==> src/source/vseq_pkg.sv <==
// Vector sequencer shared definitions
// Sizes, ID and register types, the operation set and its mapping onto units
`default_nettype none

package vseq_pkg;

  // Instructions in flight and architectural vector registers
  localparam int unsigned NR_VINSN  = 8;
  localparam int unsigned NR_VREGS  = 32;
  localparam int unsigned VMASK_REG = 0;
  localparam int unsigned NR_UNITS  = 4;

  typedef logic [$clog2(NR_VINSN)-1:0] vid_t;
  typedef logic [$clog2(NR_VREGS)-1:0] vreg_t;
  typedef logic [NR_VINSN-1:0]         insn_mask_t;
  typedef logic [NR_UNITS-1:0]         unit_mask_t;
  // Wide enough for queue depths up to 7
  typedef logic [2:0]                  cnt_t;

  typedef enum logic [1:0] {UNIT_ALU, UNIT_MUL, UNIT_LOAD, UNIT_STORE} unit_e;

  typedef enum logic [2:0] {OP_ADD, OP_SUB, OP_MUL, OP_LOAD, OP_STORE} op_e;

  // Unit that executes a given operation
  function automatic unit_e unit_of(op_e op);
    unit_e unit;
    case (op)
      OP_MUL:   unit = UNIT_MUL;
      OP_LOAD:  unit = UNIT_LOAD;
      OP_STORE: unit = UNIT_STORE;
      default:  unit = UNIT_ALU;
    endcase
    return unit;
  endfunction

  // Every unit that takes part in an instruction
  // Masked operations also pull v0 through the load unit
  function automatic unit_mask_t unit_targets(unit_e unit, logic vm);
    unit_mask_t mask;
    mask            = '0;
    mask[unit]      = 1'b1;
    mask[UNIT_LOAD] = mask[UNIT_LOAD] | ~vm;
    return mask;
  endfunction

endpackage

`default_nettype wire

==> src/source/vseq_issue_if.sv <==
// Accepted-instruction event bus
// Driven by the issue control, observed by the tracker, scoreboard and counters
`timescale 1ns/100ps
`default_nettype none

interface vseq_issue_if;
  import vseq_pkg::*;

  // One-cycle strobe, the fields below are valid whenever a request is pending
  logic  issue;
  vid_t  id;
  unit_e unit;
  vreg_t vd;
  vreg_t vs1;
  vreg_t vs2;
  logic  use_vd;
  logic  use_vs1;
  logic  use_vs2;
  // Low for masked operations
  logic  vm;

  modport ctrl (output issue, id, unit, vd, vs1, vs2, use_vd, use_vs1, use_vs2, vm);
  modport sink (input issue, id, unit, vd, vs1, vs2, use_vd, use_vs1, use_vs2, vm);

endinterface

`default_nettype wire

==> src/source/vinsn_tracker.sv <==
// Running instruction tracker
// Keeps the per-unit running matrix and hands out the lowest free instruction ID
`timescale 1ns/100ps
`default_nettype none

module vinsn_tracker (
  input  logic                                           clk_i,
  input  logic                                           rst_ni,
  vseq_issue_if.sink                                     issue_i,
  input  vseq_pkg::insn_mask_t [vseq_pkg::NR_UNITS-1:0] vinsn_done_i,
  output vseq_pkg::vid_t                                 free_id_o,
  output logic                                           full_o,
  output vseq_pkg::insn_mask_t                           vinsn_running_o,
  output logic                                           idle_o
);
  import vseq_pkg::*;

  insn_mask_t [NR_UNITS-1:0] running_q, running_d;
  insn_mask_t                running_all;
  unit_mask_t                targets;

  assign targets = unit_targets(issue_i.unit, issue_i.vm);

  // Done pulses retire bits, a new issue marks the ID in every unit it touches
  always_comb begin
    for (int u = 0; u < NR_UNITS; u++) begin
      running_d[u] = running_q[u] & ~vinsn_done_i[u];
      if (issue_i.issue && targets[u]) running_d[u][issue_i.id] = 1'b1;
    end
  end

  always_ff @(posedge clk_i or negedge rst_ni) begin
    if (!rst_ni) begin
      running_q <= '0;
    end else begin
      running_q <= running_d;
    end
  end

  // An ID is busy while any unit still holds it
  always_comb begin
    running_all = '0;
    for (int u = 0; u < NR_UNITS; u++) running_all |= running_q[u];
  end

  // Scan from the top so the lowest clear bit wins
  always_comb begin
    free_id_o = '0;
    for (int i = NR_VINSN - 1; i >= 0; i--) begin
      if (!running_all[i]) free_id_o = vid_t'(i);
    end
  end

  assign full_o          = &running_all;
  assign idle_o          = ~|running_all;
  assign vinsn_running_o = running_all;

endmodule

`default_nettype wire

==> src/source/vreg_scoreboard.sv <==
// Vector register scoreboard
// Tracks the last reader and writer of each register, derives RAW/WAR/WAW
// hazard vectors and maintains the global hazard table
`timescale 1ns/100ps
`default_nettype none

module vreg_scoreboard (
  input  logic                                           clk_i,
  input  logic                                           rst_ni,
  vseq_issue_if.sink                                     issue_i,
  input  vseq_pkg::insn_mask_t                           vinsn_running_i,
  output vseq_pkg::insn_mask_t                           hazard_vs1_o,
  output vseq_pkg::insn_mask_t                           hazard_vs2_o,
  output vseq_pkg::insn_mask_t                           hazard_vm_o,
  output vseq_pkg::insn_mask_t                           hazard_vd_o,
  output vseq_pkg::insn_mask_t [vseq_pkg::NR_VINSN-1:0] global_hazard_table_o
);
  import vseq_pkg::*;

  // Last writer and last reader of every register
  vid_t [NR_VREGS-1:0]       wr_vid_q, wr_vid_d, rd_vid_q, rd_vid_d;
  logic [NR_VREGS-1:0]       wr_vld_q, wr_vld_d, rd_vld_q, rd_vld_d;
  // Entries whose owner is still running
  logic [NR_VREGS-1:0]       wr_live, rd_live;
  insn_mask_t [NR_VINSN-1:0] table_q, table_d;
  insn_mask_t                hazard_all;

  always_comb begin
    for (int r = 0; r < NR_VREGS; r++) begin
      wr_live[r] = wr_vld_q[r] & vinsn_running_i[wr_vid_q[r]];
      rd_live[r] = rd_vld_q[r] & vinsn_running_i[rd_vid_q[r]];
    end
  end

  ////////////////////
  // Hazards
  ////////////////////

  always_comb begin
    hazard_vs1_o = '0;
    hazard_vs2_o = '0;
    hazard_vm_o  = '0;
    hazard_vd_o  = '0;
    // Read after write on the sources and on the mask register
    if (issue_i.use_vs1 && wr_live[issue_i.vs1]) hazard_vs1_o[wr_vid_q[issue_i.vs1]] = 1'b1;
    if (issue_i.use_vs2 && wr_live[issue_i.vs2]) hazard_vs2_o[wr_vid_q[issue_i.vs2]] = 1'b1;
    if (!issue_i.vm && wr_live[VMASK_REG]) hazard_vm_o[wr_vid_q[VMASK_REG]] = 1'b1;
    if (issue_i.use_vd) begin
      // Write after read is reported on every source vector
      if (rd_live[issue_i.vd]) begin
        hazard_vs1_o[rd_vid_q[issue_i.vd]] = 1'b1;
        hazard_vs2_o[rd_vid_q[issue_i.vd]] = 1'b1;
        hazard_vm_o[rd_vid_q[issue_i.vd]]  = 1'b1;
      end
      // Write after write
      if (wr_live[issue_i.vd]) hazard_vd_o[wr_vid_q[issue_i.vd]] = 1'b1;
    end
  end

  assign hazard_all = hazard_vs1_o | hazard_vs2_o | hazard_vm_o | hazard_vd_o;

  ////////////////////
  // List update
  ////////////////////

  always_comb begin
    wr_vid_d = wr_vid_q;
    rd_vid_d = rd_vid_q;
    wr_vld_d = wr_live;
    rd_vld_d = rd_live;
    table_d  = table_q;
    for (int i = 0; i < NR_VINSN; i++) table_d[i] &= vinsn_running_i;
    if (issue_i.issue) begin
      if (issue_i.use_vd) begin
        wr_vid_d[issue_i.vd] = issue_i.id;
        wr_vld_d[issue_i.vd] = 1'b1;
      end
      if (issue_i.use_vs1) begin
        rd_vid_d[issue_i.vs1] = issue_i.id;
        rd_vld_d[issue_i.vs1] = 1'b1;
      end
      if (issue_i.use_vs2) begin
        rd_vid_d[issue_i.vs2] = issue_i.id;
        rd_vld_d[issue_i.vs2] = 1'b1;
      end
      if (!issue_i.vm) begin
        rd_vid_d[VMASK_REG] = issue_i.id;
        rd_vld_d[VMASK_REG] = 1'b1;
      end
      // Row of the new instruction lists everything it waits for
      table_d[issue_i.id] = hazard_all;
    end
  end

  always_ff @(posedge clk_i or negedge rst_ni) begin
    if (!rst_ni) begin
      wr_vld_q <= '0;
      rd_vld_q <= '0;
      table_q  <= '0;
    end else begin
      wr_vld_q <= wr_vld_d;
      rd_vld_q <= rd_vld_d;
      table_q  <= table_d;
    end
  end

  always_ff @(posedge clk_i) begin
    wr_vid_q <= wr_vid_d;
    rd_vid_q <= rd_vid_d;
  end

  // Finished producers drop out of every row in the cycle they stop running
  always_comb begin
    for (int i = 0; i < NR_VINSN; i++) global_hazard_table_o[i] = table_q[i] & vinsn_running_i;
  end

endmodule

`default_nettype wire

==> src/source/unit_queue_counters.sv <==
// Per-unit instruction queue occupancy
// Counts issued but unfinished instructions and flags units with room left
`timescale 1ns/100ps
`default_nettype none

module unit_queue_counters #(
  parameter int unsigned QUEUE_DEPTH = 2
) (
  input  logic                                           clk_i,
  input  logic                                           rst_ni,
  vseq_issue_if.sink                                     issue_i,
  input  vseq_pkg::insn_mask_t [vseq_pkg::NR_UNITS-1:0] vinsn_done_i,
  output vseq_pkg::unit_mask_t                           unit_ready_o
);
  import vseq_pkg::*;

  cnt_t [NR_UNITS-1:0] cnt_q;
  unit_mask_t          targets;
  unit_mask_t          cnt_up;
  unit_mask_t          cnt_down;

  assign targets = unit_targets(issue_i.unit, issue_i.vm);

  for (genvar u = 0; u < NR_UNITS; u++) begin : gen_cnt
    assign cnt_up[u]   = issue_i.issue & targets[u];
    // Any finishing instruction frees one slot of this unit
    assign cnt_down[u] = |vinsn_done_i[u];

    // Simultaneous issue and retire leave the count as it is
    always_ff @(posedge clk_i or negedge rst_ni) begin
      if (!rst_ni) begin
        cnt_q[u] <= '0;
      end else if (cnt_up[u] && !cnt_down[u]) begin
        cnt_q[u] <= cnt_q[u] + cnt_t'(1);
      end else if (cnt_down[u] && !cnt_up[u]) begin
        cnt_q[u] <= cnt_q[u] - cnt_t'(1);
      end
    end

    assign unit_ready_o[u] = cnt_q[u] < cnt_t'(QUEUE_DEPTH);
  end

endmodule

`default_nettype wire

==> src/source/issue_ctrl.sv <==
// Issue control of the vector sequencer
// Decides acceptance, holds the request towards the units and waits for
// address generation on loads and stores
`timescale 1ns/100ps
`default_nettype none

module issue_ctrl (
  input  logic                 clk_i,
  input  logic                 rst_ni,
  input  logic                 req_valid_i,
  input  vseq_pkg::op_e        req_op_i,
  input  vseq_pkg::vreg_t      req_vd_i,
  input  vseq_pkg::vreg_t      req_vs1_i,
  input  vseq_pkg::vreg_t      req_vs2_i,
  input  logic                 req_use_vd_i,
  input  logic                 req_use_vs1_i,
  input  logic                 req_use_vs2_i,
  input  logic                 req_vm_i,
  output logic                 req_ready_o,
  output logic                 pe_req_valid_o,
  input  logic                 pe_req_ready_i,
  output vseq_pkg::vid_t       pe_req_id_o,
  output vseq_pkg::op_e        pe_req_op_o,
  output vseq_pkg::unit_e      pe_req_unit_o,
  output vseq_pkg::insn_mask_t pe_hazard_o,
  input  logic                 addrgen_ack_i,
  output logic                 resp_valid_o,
  input  vseq_pkg::vid_t       free_id_i,
  input  logic                 full_i,
  input  vseq_pkg::insn_mask_t hazard_vs1_i,
  input  vseq_pkg::insn_mask_t hazard_vs2_i,
  input  vseq_pkg::insn_mask_t hazard_vm_i,
  input  vseq_pkg::insn_mask_t hazard_vd_i,
  input  vseq_pkg::unit_mask_t unit_ready_i,
  vseq_issue_if.ctrl           issue_o
);
  import vseq_pkg::*;

  // WAIT covers the window between a memory issue and its address acknowledge
  typedef enum logic {IDLE, WAIT} seq_state_e;

  seq_state_e state_q, state_d;
  unit_e      req_unit;
  unit_mask_t req_targets;
  insn_mask_t hazard_all;
  logic       is_mem, held, units_ok, load_stall, accept;

  assign req_unit    = unit_of(req_op_i);
  assign req_targets = unit_targets(req_unit, req_vm_i);
  assign hazard_all  = hazard_vs1_i | hazard_vs2_i | hazard_vm_i | hazard_vd_i;
  assign is_mem      = (req_unit == UNIT_LOAD) || (req_unit == UNIT_STORE);

  // Blocking conditions
  // A previous request still waits for the units
  assign held       = pe_req_valid_o & ~pe_req_ready_i;
  assign units_ok   = &(unit_ready_i | ~req_targets);
  // Loads without vector operands cannot chain, so they wait out any hazard
  assign load_stall = (req_op_i == OP_LOAD) & req_vm_i & ~req_use_vs1_i & ~req_use_vs2_i &
                      (|hazard_all);

  assign req_ready_o  = (state_q == IDLE) & ~held & ~full_i & units_ok & ~load_stall;
  assign accept       = req_valid_i & req_ready_o;
  assign resp_valid_o = (state_q == WAIT) & addrgen_ack_i;

  // The pending request is always visible so hazards can be looked up early
  assign issue_o.issue   = accept;
  assign issue_o.id      = free_id_i;
  assign issue_o.unit    = req_unit;
  assign issue_o.vd      = req_vd_i;
  assign issue_o.vs1     = req_vs1_i;
  assign issue_o.vs2     = req_vs2_i;
  assign issue_o.use_vd  = req_use_vd_i;
  assign issue_o.use_vs1 = req_use_vs1_i;
  assign issue_o.use_vs2 = req_use_vs2_i;
  assign issue_o.vm      = req_vm_i;

  always_comb begin
    state_d = state_q;
    case (state_q)
      IDLE:    if (accept && is_mem) state_d = WAIT;
      WAIT:    if (addrgen_ack_i) state_d = IDLE;
      default: state_d = IDLE;
    endcase
  end

  always_ff @(posedge clk_i or negedge rst_ni) begin
    if (!rst_ni) begin
      state_q        <= IDLE;
      pe_req_valid_o <= 1'b0;
    end else begin
      state_q <= state_d;
      if (accept) pe_req_valid_o <= 1'b1;
      else if (pe_req_ready_i) pe_req_valid_o <= 1'b0;
    end
  end

  // Request payload only changes on acceptance
  always_ff @(posedge clk_i) begin
    if (accept) begin
      pe_req_id_o   <= free_id_i;
      pe_req_op_o   <= req_op_i;
      pe_req_unit_o <= req_unit;
      pe_hazard_o   <= hazard_all;
    end
  end

endmodule

`default_nettype wire

==> src/source/vseq_top.sv <==
// Vector instruction sequencer top level
// Connects issue control, ID tracker, register scoreboard and queue counters
`timescale 1ns/100ps
`default_nettype none

module vseq_top #(
  parameter int unsigned QUEUE_DEPTH = 2
) (
  input  logic                                           clk_i,
  input  logic                                           rst_ni,
  input  logic                                           req_valid_i,
  input  vseq_pkg::op_e                                  req_op_i,
  input  vseq_pkg::vreg_t                                req_vd_i,
  input  vseq_pkg::vreg_t                                req_vs1_i,
  input  vseq_pkg::vreg_t                                req_vs2_i,
  input  logic                                           req_use_vd_i,
  input  logic                                           req_use_vs1_i,
  input  logic                                           req_use_vs2_i,
  input  logic                                           req_vm_i,
  output logic                                           req_ready_o,
  output logic                                           pe_req_valid_o,
  input  logic                                           pe_req_ready_i,
  output vseq_pkg::vid_t                                 pe_req_id_o,
  output vseq_pkg::op_e                                  pe_req_op_o,
  output vseq_pkg::unit_e                                pe_req_unit_o,
  output vseq_pkg::insn_mask_t                           pe_hazard_o,
  input  vseq_pkg::insn_mask_t [vseq_pkg::NR_UNITS-1:0] vinsn_done_i,
  input  logic                                           addrgen_ack_i,
  output logic                                           resp_valid_o,
  output logic                                           idle_o,
  output vseq_pkg::insn_mask_t                           vinsn_running_o,
  output vseq_pkg::insn_mask_t [vseq_pkg::NR_VINSN-1:0] global_hazard_table_o
);
  import vseq_pkg::*;

  vid_t       free_id;
  logic       full;
  insn_mask_t hazard_vs1, hazard_vs2, hazard_vm, hazard_vd;
  unit_mask_t unit_ready;

  // Accepted-instruction event shared by the datapath blocks
  vseq_issue_if issue_bus ();

  issue_ctrl u_issue_ctrl (
    .clk_i, .rst_ni, .req_valid_i, .req_op_i, .req_vd_i, .req_vs1_i, .req_vs2_i,
    .req_use_vd_i, .req_use_vs1_i, .req_use_vs2_i, .req_vm_i, .req_ready_o,
    .pe_req_valid_o, .pe_req_ready_i, .pe_req_id_o, .pe_req_op_o, .pe_req_unit_o,
    .pe_hazard_o, .addrgen_ack_i, .resp_valid_o,
    .free_id_i    (free_id),
    .full_i       (full),
    .hazard_vs1_i (hazard_vs1),
    .hazard_vs2_i (hazard_vs2),
    .hazard_vm_i  (hazard_vm),
    .hazard_vd_i  (hazard_vd),
    .unit_ready_i (unit_ready),
    .issue_o      (issue_bus)
  );

  vinsn_tracker u_vinsn_tracker (
    .clk_i, .rst_ni, .vinsn_done_i, .vinsn_running_o, .idle_o,
    .issue_i   (issue_bus),
    .free_id_o (free_id),
    .full_o    (full)
  );

  vreg_scoreboard u_vreg_scoreboard (
    .clk_i, .rst_ni, .global_hazard_table_o,
    .issue_i         (issue_bus),
    .vinsn_running_i (vinsn_running_o),
    .hazard_vs1_o    (hazard_vs1),
    .hazard_vs2_o    (hazard_vs2),
    .hazard_vm_o     (hazard_vm),
    .hazard_vd_o     (hazard_vd)
  );

  unit_queue_counters #(.QUEUE_DEPTH(QUEUE_DEPTH)) u_unit_queue_counters (
    .clk_i, .rst_ni, .vinsn_done_i,
    .issue_i      (issue_bus),
    .unit_ready_o (unit_ready)
  );

endmodule

`default_nettype wire

==> config.mk <==
export PLATFORM = sky130hd
export DESIGN_NAME = vseq_top
export DESIGN_NICKNAME = d
export VERILOG_FILES = /design/src/source/vseq_pkg.sv /design/src/source/vseq_issue_if.sv /design/src/source/vinsn_tracker.sv /design/src/source/vreg_scoreboard.sv /design/src/source/unit_queue_counters.sv /design/src/source/issue_ctrl.sv /design/src/source/vseq_top.sv
export SDC_FILE = /design/constraint.sdc
export NUM_CORES = 1
export LEC_CHECK = 0
export ABC_CLOCK_PERIOD_IN_PS = 7100
export BUFFER_PORTS_ARGS = -buffer_cell sky130_fd_sc_hd__buf_2
export CORE_MARGIN = 3
export CORE_UTILIZATION = 46
export DETAILED_ROUTE_END_ITERATION = 10
export PLACE_DENSITY = 0.62
export SYNTH_ARGS = -nofsm -noshare
export SYNTH_HDL_FRONTEND = slang
export SYNTH_SLANG_ARGS = --single-unit
==> constraint.sdc <==
create_clock -name clk_i -period 7.1 [get_ports clk_i]
set_input_delay 0.71 -clock clk_i [delete_from_list [all_inputs] [get_ports clk_i]]
set_output_delay 0.71 -clock clk_i [all_outputs]
set_load 0.02 [all_outputs]
# --- After elaboration in Yosys (flattened, before gate mapping) ---
# Index checks and enable logic that the tools add are counted.
# W data, S select, Z words.
totals:
  out_inout_bits: 92
  elab_cells: 586
  inputBits: 59
  regBits: 382
classes:
  magnitude_cmp: 87
  bitwise: 122
  add_sub_neg: 8
  n_eq_ne: 5
  n_reduce_logical: 51
  n_mux: 225
op_table:
  columns: ["cell", "n"]
  rows:
  - ["$bwmux W96", 3]
  - ["$mux W96", 3]
  - ["$lt A3 B4 Y1 const B", 69]
  - ["$bmux W1 S3", 64]
  - ["$mux W32", 6]
  - ["$mux W8", 16]
  - ["$or A8 B8 Y8", 13]
  - ["$and A8 B8 Y8", 12]
  - ["$or A32 B32 Y32", 3]
  - ["$mux W1", 83]
  - ["$and A1 B1 Y1", 79]
  - ["$mux W3", 24]
  - ["$bwmux W64", 1]
  - ["$mux W64", 1]
  - ["$bmux W3 S5", 4]
  - ["$reduce_or A8 Y1", 6]
  - ["$demux W3 S5", 3]
  - ["$not A8 Y8", 4]
  - ["$logic_and A1 B1 Y1", 26]
  - ["$demux W8 S3", 1]
  - ["$bmux W1 S5", 4]
  - ["$demux W1 S3", 6]
  - ["$ge A3 B1 Y1 const B", 6]
  - ["$lt A5 B6 Y1 const B", 3]
  - ["other kinds (23)", 58]

# --- Longest topological paths before layout ---
# Gate-level depths: netlist of run 1.
depth:
  word_depth: 26
  ltp_mapped: 25
  ltp_nobuf: 20

# --- Modules after synthesis ---
# From an unflattened synthesis of run 1, not the netlist that was laid out.
hier_totals:
  cells_unflattened: 2303
  hier_area_um2: 25698.4
by_module_without_submodules:
  columns: ["module", "n_inst", "seq_area_each_um2", "cells_each", "area_per_inst_um2"]
  rows:
  - ["vreg_scoreboard", 1, 8968.6, 2014, 22557.9]
  - ["vinsn_tracker", 1, 800.8, 144, 1393.8]
  - ["issue_ctrl", 1, 530.5, 80, 1009.7]
  - ["unit_queue_counters", 1, 300.3, 65, 737.0]

# --- Least setup slack after synthesis of run 1 ---
# No wires, ideal clock.
synth_path:
  kind: "input to register"
  from: "input port req_vd_i[0]"
  to: "register u_issue_ctrl.pe_hazard_o[0], enable pin"
  t_required_ns: 6.635
  setup_slack_ns: 0.743
  cell_stages: 11
  t_arrival_ns: 5.892
  setup_ns: 0.465
  path_buffers: 2
  cell_sequence: "clkbuf_1 buf_2 mux4_2 a22o_1 nor4_1 or4b_2 and4_1 nand4_1 o21ai_1 nand2_1 inv_1"
synth_between:
  elab_chain_len: 17
  elab_cells_between_ends: 37
  cone_classes: "4 x order compare; 20 x mux; 10 x bitwise; 3 x reduce/logical"
synth_rtl:
  columns: ["element", "line_no", "rtl"]
  rows:
  - ["start: declaration", "vseq_top.sv:13", "input vseq_pkg::vreg_t req_vd_i,"]
  - ["$bmux W3 S5", "vreg_scoreboard.sv:51, vreg_scoreboard.sv:52, vreg_scoreboard.sv:53", null]
  - ["$mux W3 (implied by the code)", "vreg_scoreboard.sv:51, vreg_scoreboard.sv:52, vreg_scoreboard.sv:53", null]
  - ["$lt A3 B4 Y1 (implied by the code) / $ge A3 B1 Y1 (equally long branches)", "vreg_scoreboard.sv:51, vreg_scoreboard.sv:52, vreg_scoreboard.sv:53", null]
  - ["$logic_and A1 B1 Y1 (implied by the code)", "vreg_scoreboard.sv:51, vreg_scoreboard.sv:52, vreg_scoreboard.sv:53", null]
  - ["$mux W1 (implied by the code)", "vreg_scoreboard.sv:51, vreg_scoreboard.sv:52, vreg_scoreboard.sv:53", null]
  - ["$demux W1 S3", null, null]
  - ["$or A8 B8 Y8 (no source line)", null, null]
  - ["$mux W8", "vreg_scoreboard.sv:50", "if (rd_live[issue_i.vd]) begin"]
  - ["$mux W8", "vreg_scoreboard.sv:48", "if (issue_i.use_vd) begin"]
  - ["$or A8 B8 Y8 (2 in a row)", "issue_ctrl.sv:50", "assign hazard_all = hazard_vs1_i | hazard_vs2_i | hazard_vm_i | hazard_vd_i;"]
  - ["$or A8 B8 Y8 (*)", "issue_ctrl.sv:50", null]
  - ["$reduce_or A8 Y1 (*)", "issue_ctrl.sv:59", "(|hazard_all);"]
  - ["$and A1 B1 Y1 (*)", "issue_ctrl.sv:58", "assign load_stall = (req_op_i == OP_LOAD) & req_vm_i & ~req_use_vs1_i & ~req_use_vs2_i &"]
  - ["$not A1 Y1 (*)", "issue_ctrl.sv:61", "assign req_ready_o = (state_q == IDLE) & ~held & ~full_i & units_ok & ~load_stall;"]
  - ["$and A1 B1 Y1 (*)", "issue_ctrl.sv:61", null]
  - ["$and A1 B1 Y1 (*)", "issue_ctrl.sv:62", "assign accept = req_valid_i & req_ready_o;"]
  - ["via issue_bus.issue", "vseq_issue_if.sv:10", "logic issue;"]
  - ["end signal: assignment", "issue_ctrl.sv:103", "pe_hazard_o <= hazard_all;"]
  - ["end: declaration", "issue_ctrl.sv:25", "output vseq_pkg::insn_mask_t pe_hazard_o,"]
# Mark *: on every way through the listed nets, which the timed path passes. The rest lies on a longest branch. The select of a mux whose other input is x is not followed.
# A chain may end at the register's enable or synchronous reset.

# --- Worst setup path in the final report of run 1 ---
layout_path:
  from: "register u_vinsn_tracker.running_q[17] (netlist bit)"
  to: "output port req_ready_o"
layout_between:
  elab_chain_len: 19
  elab_cells_between_ends: 230
  cone_classes: "147 x mux; 78 x bitwise; 5 x reduce/logical"
layout_rtl:
  columns: ["element", "line_no", "rtl"]
  rows:
  - ["start: declaration", "vinsn_tracker.sv:18", "insn_mask_t [NR_UNITS-1:0] running_q, running_d;"]
  - ["start signal: assignment", "vinsn_tracker.sv:36", "running_q <= running_d;"]
  - ["$or A8 B8 Y8 (*) (2 in a row)", "vinsn_tracker.sv:43", "for (int u = 0; u < NR_UNITS; u++) running_all |= running_q[u];"]
  - ["$bmux W1 S3", "vreg_scoreboard.sv:30", "wr_live[r] = wr_vld_q[r] & vinsn_running_i[wr_vid_q[r]];"]
  - ["$mux W1 (implied by the code)", "vreg_scoreboard.sv:30", null]
  - ["$and A1 B1 Y1", "vreg_scoreboard.sv:30", null]
  - ["$bmux W1 S5, on equally long branches", "vreg_scoreboard.sv:45, vreg_scoreboard.sv:46", null]
  - ["$mux W1, on equally long branches", "vreg_scoreboard.sv:45, vreg_scoreboard.sv:46", null]
  - ["$logic_and A1 B1 Y1, on equally long branches", "vreg_scoreboard.sv:45, vreg_scoreboard.sv:46", null]
  - ["$mux W8, on equally long branches", "vreg_scoreboard.sv:45, vreg_scoreboard.sv:46", null]
  - ["$or A8 B8 Y8 (no source line)", null, null]
  - ["$mux W8", "vreg_scoreboard.sv:50", null]
  - ["$mux W8", "vreg_scoreboard.sv:48", null]
  - ["$or A8 B8 Y8 (3 in a row)", "issue_ctrl.sv:50", null]
  - ["$reduce_or A8 Y1", "issue_ctrl.sv:59", null]
  - ["$and A1 B1 Y1", "issue_ctrl.sv:58", null]
  - ["$not A1 Y1", "issue_ctrl.sv:61", null]
  - ["$and A1 B1 Y1 (*)", "issue_ctrl.sv:61", null]
  - ["end: declaration", "vseq_top.sv:20", "output logic req_ready_o,"]
# Mark *: on every way between the ends. The rest lies on a longest branch, timed or not. The select of a mux whose other input is x is not followed.

==> impl_metrics.yaml, run 1 <==
power:
  combPwrFrac_pct: 23.0
  p_int_uw: 4434
  power_frac_seq_pct: 41.1
  power.density_nw_per_um2: 234.5
  finalPower_uw: 6639
  ir_drop_mv: 0.1950
  power_frac_clock_pct: 35.9
  switching_share_pct: 33.21
  p_leak_uw: 0.01069
  switchingPower_uw: 2205
clocking:
  cts_made_buffers: 44
  clkTransAtPathRegs_ns: 0.06
  numClockSinks: 382
  cts_post_setup_buffers_inserted: 0
  clockBufferDepth: 3
  ctsRootBufferMaster: "clkbuf_16"
  cts_htree_levels: 2
  cts_hold_buf: 0
  clk-insertion-delay-late_ns: 0.62
  tritoncts: "done"
  cts_resized: 0
critical_path:
  cp-start-kind: "flop"
  rr_endpoint: "u_unit_queue_counters.cnt_q[8]$_DFFE_PN0P_"
  crit_fanout: 26
  crit_slowest_cell: "nor4_2"
  cp_slowest_stage_delay_ns: 0.80
  cp.required_ns: 6.39
  regToRegSetupSlack_ns: 1.07
  r2r_cells: 22
  critical_path_arrival_ns: 5.89
  path_cells: "nor4_4 -> inv_2 -> buf_4 -> nor2_1 -> a2111oi_0 -> o31ai_1 -> o311ai_0 -> nor2_1 -> nor4_2 -> or4b_2 -> and4_1 -> nand4_1 -> o21ai_1 -> buf_4 -> nand2_2 -> inv_1 -> buf_2"
  regToRegStartpoint: "u_vinsn_tracker.running_q[29]$_DFF_PN0_"
  cp-end-kind: "output port"
  crit_type: "flop to output port"
worst_hold_path:
  hp-class: "primary input to async pin"
die:
  die_w_um: 241.0
  start_util_pct: 46.82
  io_pins: 151
  die_h_um: 241.0
  fp-row-count: 85
  die-area_um2: 58060
  core_area_um2: 54240
final_layout:
  antennaDiodeCount: 0
  drive_above_1_share_pct: 27.20
  design_area_um2: 28310
  nets: 2410
  final_cells: 3075
  area_growth_pct: 11.49
  utilization_pct: 52.19
detailed_routing:
  postRouteAntennaNets: 0
  drc: 0
  wire_per_inst_um: 33.08
  drt-initial-drc-count: 3246
  firstDrtPassIters: 7
  dr_total_vias: 22040
  routed_wl_um: 101700
  vias_per_cell: 7.166
synth:
  syn_area_um2: 25390
  synth-seq-cells: 382
  synth_area_per_cell_um2: 11.14
  yosysWarningCount: 0
  synth_ff_type: "edfxtp_1"
  synth-edff-count: 208
  synth_cells: 2279
  ys_async_sr_fraction_pct: 45.55
  yosysUniqueCellTypes: 84
  synth_nets: 2346
  ys_seq_area_share_pct: 41.74
sta:
  hold_viol: 0
  fin_tns_setup_ns: 0
  tightest_slew_ns: 1.241
  grt_setup_unrepaired: "false"
  finalSetupViolations: 0
  maxSlewHeadroom_pct: 17.20
  fmax_mhz: 151.4
  finClkSkew_ns: 0.02697
  final-max-slew-violation-count: 0
  period_minus_slack_ns: 6.605
  min_period_over_period_pct: 93.03
grt:
  grt_pass1_vias: 21360
  grt_overflow_total: 0
  grt.total_usage_pct: 34.83
  antenna_found_initial: 2
  grt_pass1_wl_um: 148100
  grt_max_degree: 106
placement:
  place_hpwl_um: 69370
  io_buffers: 150
  globalplace.congestion: 1.073
  dpl.cell_count: 2993
  placed_cell_area_um2: 26790
run:
  maxCapViolCount: 0
outcome:
  status: "complete, no violations"
-- per-stage QoR --
step           setup slack [ns]  hold WS, ns
3_5_place_dp              1.071       0.4576
6_report                 0.4952       0.2652
3_3_place_gp              1.253       0.4566
5_1_grt                  0.2339       0.2844
4_1_cts                  0.6237       0.2663
2_1_floorplan            0.7431       0.4144
-- cell type report --
type | instances | area (µm²)
Timing Repair Buffer | 215 | 1300
Clock buffer | 59 | 1279
Multi-Input combinational cell | 1607 | 13670
Sequential cell | 382 | 10600
Tap cell | 696 | 870.8
Clock inverter | 23 | 236.5
Fill cell | 4792 | 25930
Inverter | 93 | 351.6
-- synthesized netlist by cell type, types with 7 or more instances --
master	number	share of area [%]
dfrtp_1	174	17
inv_1	89	1.3
a31oi_1	24	0.59
nor2_1	119	1.8
a221oi_1	13	0.45
mux4_2	143	13
a22oi_1	16	0.47
nand3b_1	52	1.5
o2111ai_1	10	0.34
a22o_1	33	1.1
nor2b_1	15	0.37
a21oi_1	23	0.45
buf_1	16	0.24
mux2i_1	94	3.7
nand2b_1	29	0.71
nand2_1	129	1.9
a311oi_1	15	0.52
nor3_1	69	1.4
clkbuf_1	136	2.0
o21ai_0	40	0.79
buf_2	38	0.75
nand3_1	80	1.6
o22ai_1	124	3.1
nor3b_1	17	0.50
or4_1	19	0.56
or3_1	13	0.32
and2_1	85	2.1
o31ai_1	34	1.0
a211oi_1	8	0.24
and4_1	11	0.38
and3_1	10	0.25
a21o_1	7	0.21
o221ai_1	10	0.34
edfxtp_1	208	25
nand4_1	30	0.74
xor2_1	8	0.28
mux2_2	137	6.1
or3b_2	26	0.90
a2111oi_0	11	0.38
o32ai_1	13	0.45
nor4_1	25	0.62
-- critical path: cells and delay by family (launching register included) --
family | cells | cell delay, ns
flip-flops | 1 | 0.39
AO/OA/AOI/OAI | 4 | 1.18
buffers and inverters | 5 | 1.37
AND/OR/NAND/NOR | 8 | 2.31
-- flip-flops by register name, indices dropped and copies added (netlist names) --
register,cells
u_issue_ctrl.pe_req_op_o,3
u_issue_ctrl.pe_req_unit_o,2
u_vreg_scoreboard.wr_vid_q,96
u_issue_ctrl.state_q,1
u_issue_ctrl.pe_req_valid_o,1
u_unit_queue_counters.cnt_q,12
u_vreg_scoreboard.rd_vid_q,96
u_issue_ctrl.pe_req_id_o,3
u_vreg_scoreboard.table_q,64
u_vinsn_tracker.running_q,32
u_vreg_scoreboard.wr_vld_q,32
u_vreg_scoreboard.rd_vld_q,32
u_issue_ctrl.pe_hazard_o,8
-- worst max path at each step --
stage,startpoint,endpoint,slack [ns],cells after the start
floorplan,req_vd_i[0],u_issue_ctrl.pe_hazard_o[0]$_DFFE_PN_,0.74,11
detailed placement,req_vd_i[0],u_unit_queue_counters.cnt_q[7]$_DFFE_PN0P_,1.07,17
global placement,req_vd_i[0],u_unit_queue_counters.cnt_q[7]$_DFFE_PN0P_,1.25,17
CTS,u_vinsn_tracker.running_q[17]$_DFF_PN0_,req_ready_o,0.62,17
global route,u_vinsn_tracker.running_q[25]$_DFF_PN0_,req_ready_o,0.23,17
finish,u_vinsn_tracker.running_q[17]$_DFF_PN0_,req_ready_o,0.50,17
-- kinds of logic after synthesis --
family | count (synthesis) | synth area share [%]
buffers and inverters | 290 | 4.637
and+or+nand+nor | 757 | 16.87
muxes | 385 | 23.04
adders and majority gates | 8 | 0.5125
xor gates and xnor gates | 12 | 0.4139
DFF | 382 | 41.74
AOI/OAI and AO/OA | 445 | 12.79
-- placed cells by master (no fill, tap or decap), types with 94 or more instances in the layout --
master / n
nand2_1: 128
o22ai_1: 124
dfrtp_1: 174
mux4_2: 143
nor2_1: 118
edfxtp_1: 208
mux2i_1: 94
mux2_2: 137
buf_2: 148
-- power groups by stage --
stage	registers [µW]	clock network (µW)	logic, µW
after global routing	2750	2510	1590
after floorplan	2720	0	941
final	2730	2380	1530
after global placement	2760	0	1470
after CTS	2730	2410	1490
after detailed placement	2770	0	1490
-- per-layer routing --
metal  wire length [µm]  track usage [%]  up-vias
li1                   -                -     9077
met1              39460            47.37    11000
met2              44580            52.63     1635
met3              12730            9.142      319
met4               4937            15.79        2
met5                 13                0        -
(Power assumes the default switching activity.)
==> run 2, diff against run 1 <==
- CELL_PAD_IN_SITES_DETAIL_PLACEMENT: default -> 2
- CELL_PAD_IN_SITES_GLOBAL_PLACEMENT: default -> 2
- CORE_UTILIZATION: 46 -> 42
- PLACE_DENSITY: 0.62 -> 0.8
==> run 2 against run 1 <==
Net effect:
- clock-buffer cell count rose by 7
- clock power rose by 3%
- utilization fell by 4.3 points
- largest power group unchanged
- largest cell class unchanged
- die area rose by 9.3%
- design area rose by 0.68%
- first-iteration DRC count fell by 15%
- highest routed layer is now met4
- critical endpoint unchanged
- sequential cell count did not move
==> impl_metrics.yaml, run 2 (synthesized netlist as in run 1, its figures left out) <==
final_layout:
  multi_input_area_um2: 13680
  top_regs: "u_vreg_scoreboard.rd_vid_q (96), u_vreg_scoreboard.wr_vid_q (96), u_vreg_scoreboard.table_q (64)"
  layout_common_cells: "edfxtp_1, dfrtp_1, buf_2"
  final_common_cell: "edfxtp_1"
  utilization_pct: 47.93
  nets: 2418
  seq_area_um2: 10600
  final_cells: 3162
  area_growth_pct: 12.24
  drive_above_1_share_pct: 27.38
  nFillCells: 5899
  antennaDiodeCount: 0
critical_path:
  critical_path_arrival_ns: 6.13
  cp-start-kind: "flop"
  cp.required_ns: 6.39
  crit_slowest_cell: "a2111oi_2"
  crit_type: "flop to output port"
  cp_slowest_stage_delay_ns: 0.85
  path_common_cell: "nand4_1"
  crit_fanout: 32
  cp-end-kind: "output port"
  path_cells: "nor4_4 -> inv_2 -> buf_4 -> mux2i_1 -> o22ai_1 -> o32ai_1 -> a22oi_1 -> nand4_1 -> a2111oi_2 -> a21oi_1 -> and4_1 -> nand4_1 -> o21ai_1 -> nand2_2 -> inv_1 -> buf_2"
grt:
  grt_pass1_wl_um: 176900
  grt_pass1_vias: 24660
  antenna_found_initial: 2
  grt_max_degree: 141
  grt.total_usage_pct: 37.71
  grt_overflow_total: 0
die:
  fp-row-count: 89
  die-area_um2: 63450
  start_util_pct: 42.70
  io_pins: 151
  die_h_um: 251.9
  die_w_um: 251.9
  core_area_um2: 59460
clocking:
  cts_post_setup_buffers_inserted: 0
  ctsRootBufferMaster: "clkbuf_16"
  numClockSinks: 382
  cts_htree_levels: 2
  clkTransAtPathRegs_ns: 0.06
  cts_hold_buf: 0
  cts_made_buffers: 46
  tritoncts: "done"
  cts_resized: 0
  clk-insertion-delay-late_ns: 0.61
  clockBufferDepth: 3
sta:
  tightest_slew_ns: 1.147
  period_minus_slack_ns: 6.842
  holdWs_ns: 0.03787
  finClkSkew_ns: 0.02768
  hold_viol: 0
  fin_tns_setup_ns: 0
  final-max-slew-violation-count: 0
  fmax_mhz: 146.2
  setup_ws_ns: 0.2583
  min_period_over_period_pct: 96.36
  maxSlewHeadroom_pct: 22.86
  finalSetupViolations: 0
  grt_setup_unrepaired: "false"
power:
  power_frac_clock_pct: 35.7
  ir_drop_mv: 0.1688
  switching_share_pct: 34.48
  p_int_uw: 4480
  p_leak_uw: 0.01073
  switchingPower_uw: 2358
  combPwrFrac_pct: 24.1
  power_frac_seq_pct: 40.2
  power.density_nw_per_um2: 239.9
placement:
  io_buffers: 150
  place_ws_ns: 0.7066
  globalplace.congestion: 1.021
  dpl.cell_count: 3076
  place_hpwl_um: 81760
detailed_routing:
  drc: 0
  firstDrtPassIters: 6
  postRouteAntennaNets: 0
  routed_wl_um: 120900
  dr_total_vias: 23210
  drt-initial-drc-count: 2764
  vias_per_cell: 7.340
  wire_per_inst_um: 38.25
outcome:
  status: "complete, no violations"
worst_hold_path:
  hp-class: "primary input to async pin"
run:
  maxCapViolCount: 0
[run 2: changes by cell type in the layout (fill, tap and decap cells not counted), sizes merged]
cell	before	now
buf	214	220
bufinv	2	1
clkbuf	60	67
clkinv	16	17
clkinvlp	1	2
inv	97	93
[run 2: metrics by stage]
stage	power (µW)	area, µm²
after CTS	6819	28490
after global routing	7025	28500
after global placement	4270	26970
after floorplan	3659	25390
final	6838	28500
after detailed placement	4366	26970
[run 2: worst paths after layout]
| path | depth (start not counted) | slack [ns] | from | to |
|---|---|---|---|---|
| min in group clk_i | 2 | 0.31 | vinsn_done_i[0] | u_vinsn_tracker.running_q[0]$_DFF_PN0_ |
| worst max register to register | 17 | 0.64 | u_vinsn_tracker.running_q[30]$_DFF_PN0_ | u_issue_ctrl.pe_hazard_o[4]$_DFFE_PN_ |
| worst min register to register | 1 | 0.48 | u_unit_queue_counters.cnt_q[11]$_DFFE_PN0P_ | u_unit_queue_counters.cnt_q[11]$_DFFE_PN0P_ |
| max in group asynchronous | 2 | 5.75 | rst_ni | u_vreg_scoreboard.rd_vld_q[16]$_DFF_PN0_ |
| worst max-delay path | 16 | 0.26 | u_vinsn_tracker.running_q[19]$_DFF_PN0_ | req_ready_o |
| worst min-delay path | 1 | 0.04 | rst_ni | u_vreg_scoreboard.table_q[30]$_DFF_PN0_ |
[run 2: power groups by stage]
stage               registers, µW  logic (µW)  clock network, µW
floorplan                    2720         941                  0
global placement             2760        1510                  0
detailed placement           2780        1590                  0
CTS                          2740        1610               2470
global route                 2760        1710               2550
finish                       2750        1650               2440
[run 2: critical path, delay by kind of cell (launching register included)]
kind,cells,cell delay (ns)
flip-flops,1,0.43
AND/OR/NAND/NOR,5,0.90
multiplexers,1,0.15
buffers and inverters,4,1.52
AO/OA/AOI/OAI,6,2.48
[run 2: layer usage]
metal | vias up | wire, µm | global-route usage (%)
met2 | 1564 | 55980 | 60.35
met4 | 0 | 7070 | 19.92
met5 | - | 0 | 0
met1 | 12140 | 46250 | 48.42
li1 | 9091 | - | -
met3 | 412 | 11640 | 7.917
[run 2: cell type report]
class | instances | share of cell area [%]
Timing Repair Buffer | 221 | 4.807
Clock inverter | 20 | 0.5531
Clock buffer | 66 | 4.811
Multi-Input combinational cell | 1607 | 48.01
Sequential cell | 382 | 37.19
Tap cell | 773 | 3.393
Inverter | 93 | 1.234
==> run 3, diff against run 2 <==
- PLACE_DENSITY: 0.8 -> default
- PLACE_DENSITY_LB_ADDON: default -> 0.1
==> run 3 against run 2 <==
Net effect:
- fmax grew 5.5%
- hold slack gained 0.090 ns
- utilization is essentially flat
- non-clock buffer count grew 5
- sequential share of layout area is essentially flat
- via count shrank 2.6%
- sequential power is essentially flat
- first-iteration DRC count shrank 12%
- clock-buffer cell count shrank 2
- setup slack gained 0.36 ns
- critical endpoint unchanged
- largest cell class unchanged
- highest routed layer unchanged
==> impl_metrics.yaml, run 3 (synthesized netlist as in run 1, its figures left out) <==
die:
  start_util_pct: 42.70
  die-area_um2: 63450
  die_w_um: 251.9
  fp-row-count: 89
  core_area_um2: 59460
  die_h_um: 251.9
  io_pins: 151
run:
  maxCapViolCount: 0
critical_path:
  regToRegSetupSlack_ns: 0.88
  cp-start-kind: "flop"
  crit_type: "flop to output port"
  critical_path_arrival_ns: 5.77
  regToRegStartpoint: "u_vinsn_tracker.running_q[30]$_DFF_PN0_"
  crit_fanout: 30
  rr_endpoint: "u_unit_queue_counters.cnt_q[8]$_DFFE_PN0P_"
  cp.required_ns: 6.39
  cp-end-kind: "output port"
  r2r_cells: 20
detailed_routing:
  drc: 0
  dr_total_vias: 22600
  vias_per_cell: 7.135
  wire_per_inst_um: 37.26
  postRouteAntennaNets: 0
  firstDrtPassIters: 6
  routed_wl_um: 118000
  drt-initial-drc-count: 2441
clocking:
  numClockSinks: 382
  cts_made_buffers: 46
  clkTransAtPathRegs_ns: 0.06
  cts_htree_levels: 2
  clk-insertion-delay-late_ns: 0.62
  tritoncts: "done"
  cts_resized: 0
  ctsRootBufferMaster: "clkbuf_16"
  cts_hold_buf: 0
  cts_post_setup_buffers_inserted: 0
  clockBufferDepth: 3
grt:
  grt_overflow_total: 0
  grt_max_degree: 111
  antenna_found_initial: 0
  grt_pass1_wl_um: 173200
  grt_pass1_vias: 24210
  grt.total_usage_pct: 37.04
sta:
  final-max-slew-violation-count: 0
  tightest_slew_ns: 1.251
  fmax_mhz: 154.3
  min_period_over_period_pct: 91.31
  finClkSkew_ns: 0.03148
  fin_tns_setup_ns: 0
  hold_viol: 0
  maxSlewHeadroom_pct: 16.61
  grt_setup_unrepaired: "false"
  finalSetupViolations: 0
  period_minus_slack_ns: 6.483
placement:
  globalplace.congestion: 1.015
  dpl.cell_count: 3081
  io_buffers: 150
  place_hpwl_um: 79910
final_layout:
  final_cells: 3167
  seq_area_um2: 10600
  nFillCells: 5987
  area_growth_pct: 12.21
  drive_above_1_share_pct: 27.19
  multi_input_area_um2: 13670
  antennaDiodeCount: 0
  utilization_pct: 47.92
  top_regs: "u_vreg_scoreboard.rd_vid_q (96), u_vreg_scoreboard.wr_vid_q (96), u_vreg_scoreboard.table_q (64)"
  final_common_cell: "edfxtp_1"
  nets: 2423
  layout_common_cells: "edfxtp_1, dfrtp_1, buf_2"
power:
  power.density_nw_per_um2: 238.7
  ir_drop_mv: 0.1909
  finalPower_uw: 6801
  p_leak_uw: 0.01074
outcome:
  status: "complete, no violations"
worst_hold_path:
  hp-class: "primary input to async pin"
-- run 3: cell count changes in the layout (fill, tap and decap cells not counted), moves of 2 or more --
cell / delta
nor4_2: -2
nor4_1: +2
clkinv_1: +5
clkinv_2: -4
bufinv_16: +2
clkinvlp_4: -2
clkbuf_16: -3
buf_4: +6
-- run 3: worst max-delay path by stage --
stage               cells after the start                                    endpoint                               startpoint  slack [ns]
global placement                       17  u_unit_queue_counters.cnt_q[7]$_DFFE_PN0P_                              req_vd_i[1]        1.08
finish                                 17                                 req_ready_o  u_vinsn_tracker.running_q[18]$_DFF_PN0_        0.62
detailed placement                     17  u_unit_queue_counters.cnt_q[7]$_DFFE_PN0P_                              req_vd_i[1]        0.93
floorplan                              11       u_issue_ctrl.pe_hazard_o[0]$_DFFE_PN_                              req_vd_i[0]        0.74
CTS                                    17                                 req_ready_o  u_vinsn_tracker.running_q[18]$_DFF_PN0_        0.82
global route                           17                                 req_ready_o  u_vinsn_tracker.running_q[18]$_DFF_PN0_        0.53
-- run 3: per-layer routing --
layer | vias up | GRT usage (%) | share of wire [%]
met4 | 0 | 17.42 | 5.3
met1 | 11900 | 47.88 | 39
met2 | 1259 | 60.20 | 47
met3 | 348 | 7.463 | 8.5
met5 | - | 0 | 0
li1 | 9090 | - | -
-- run 3: stage by stage --
step,setup WS [ns],hold WS [ns],instance area (µm²)
6_report,0.6173,0.1283,28490
2_1_floorplan,0.7431,0.4144,25390
4_1_cts,0.8229,0.1498,28490
5_1_grt,0.5319,0.1647,28490
3_5_place_dp,0.9327,0.4669,26980
3_3_place_gp,1.081,0.4574,26980
-- run 3: layout make-up --
type / instances / area share (%)
Clock inverter: 22 / 0.7377
Timing Repair Buffer: 226 / 4.896
Inverter: 93 / 1.234
Multi-Input combinational cell: 1607 / 47.98
Sequential cell: 382 / 37.20
Tap cell: 773 / 3.394
Clock buffer: 64 / 4.562
-- run 3: power breakdown --
part | internal (µW) | switching, µW
logic | 520 | 1100
clock network | 1400 | 1040
registers | 2570 | 179
-- run 3: worst max-delay path: stages, from the launching register on --
cell,delay (ns)
dfrtp_1,0.41
nor4_4,0.08
inv_2,0.64
buf_4,0.37
a31oi_1,0.12
a221oi_1,1.06
nor3_1,0.15
a31oi_1,0.27
o2111ai_1,0.17
nor4_1,0.46
buf_4,0.27
nand3_1,0.09
and4_1,0.28
nand4_1,0.12
o21ai_1,0.15
nand2_2,0.28
inv_1,0.06
buf_2,0.16
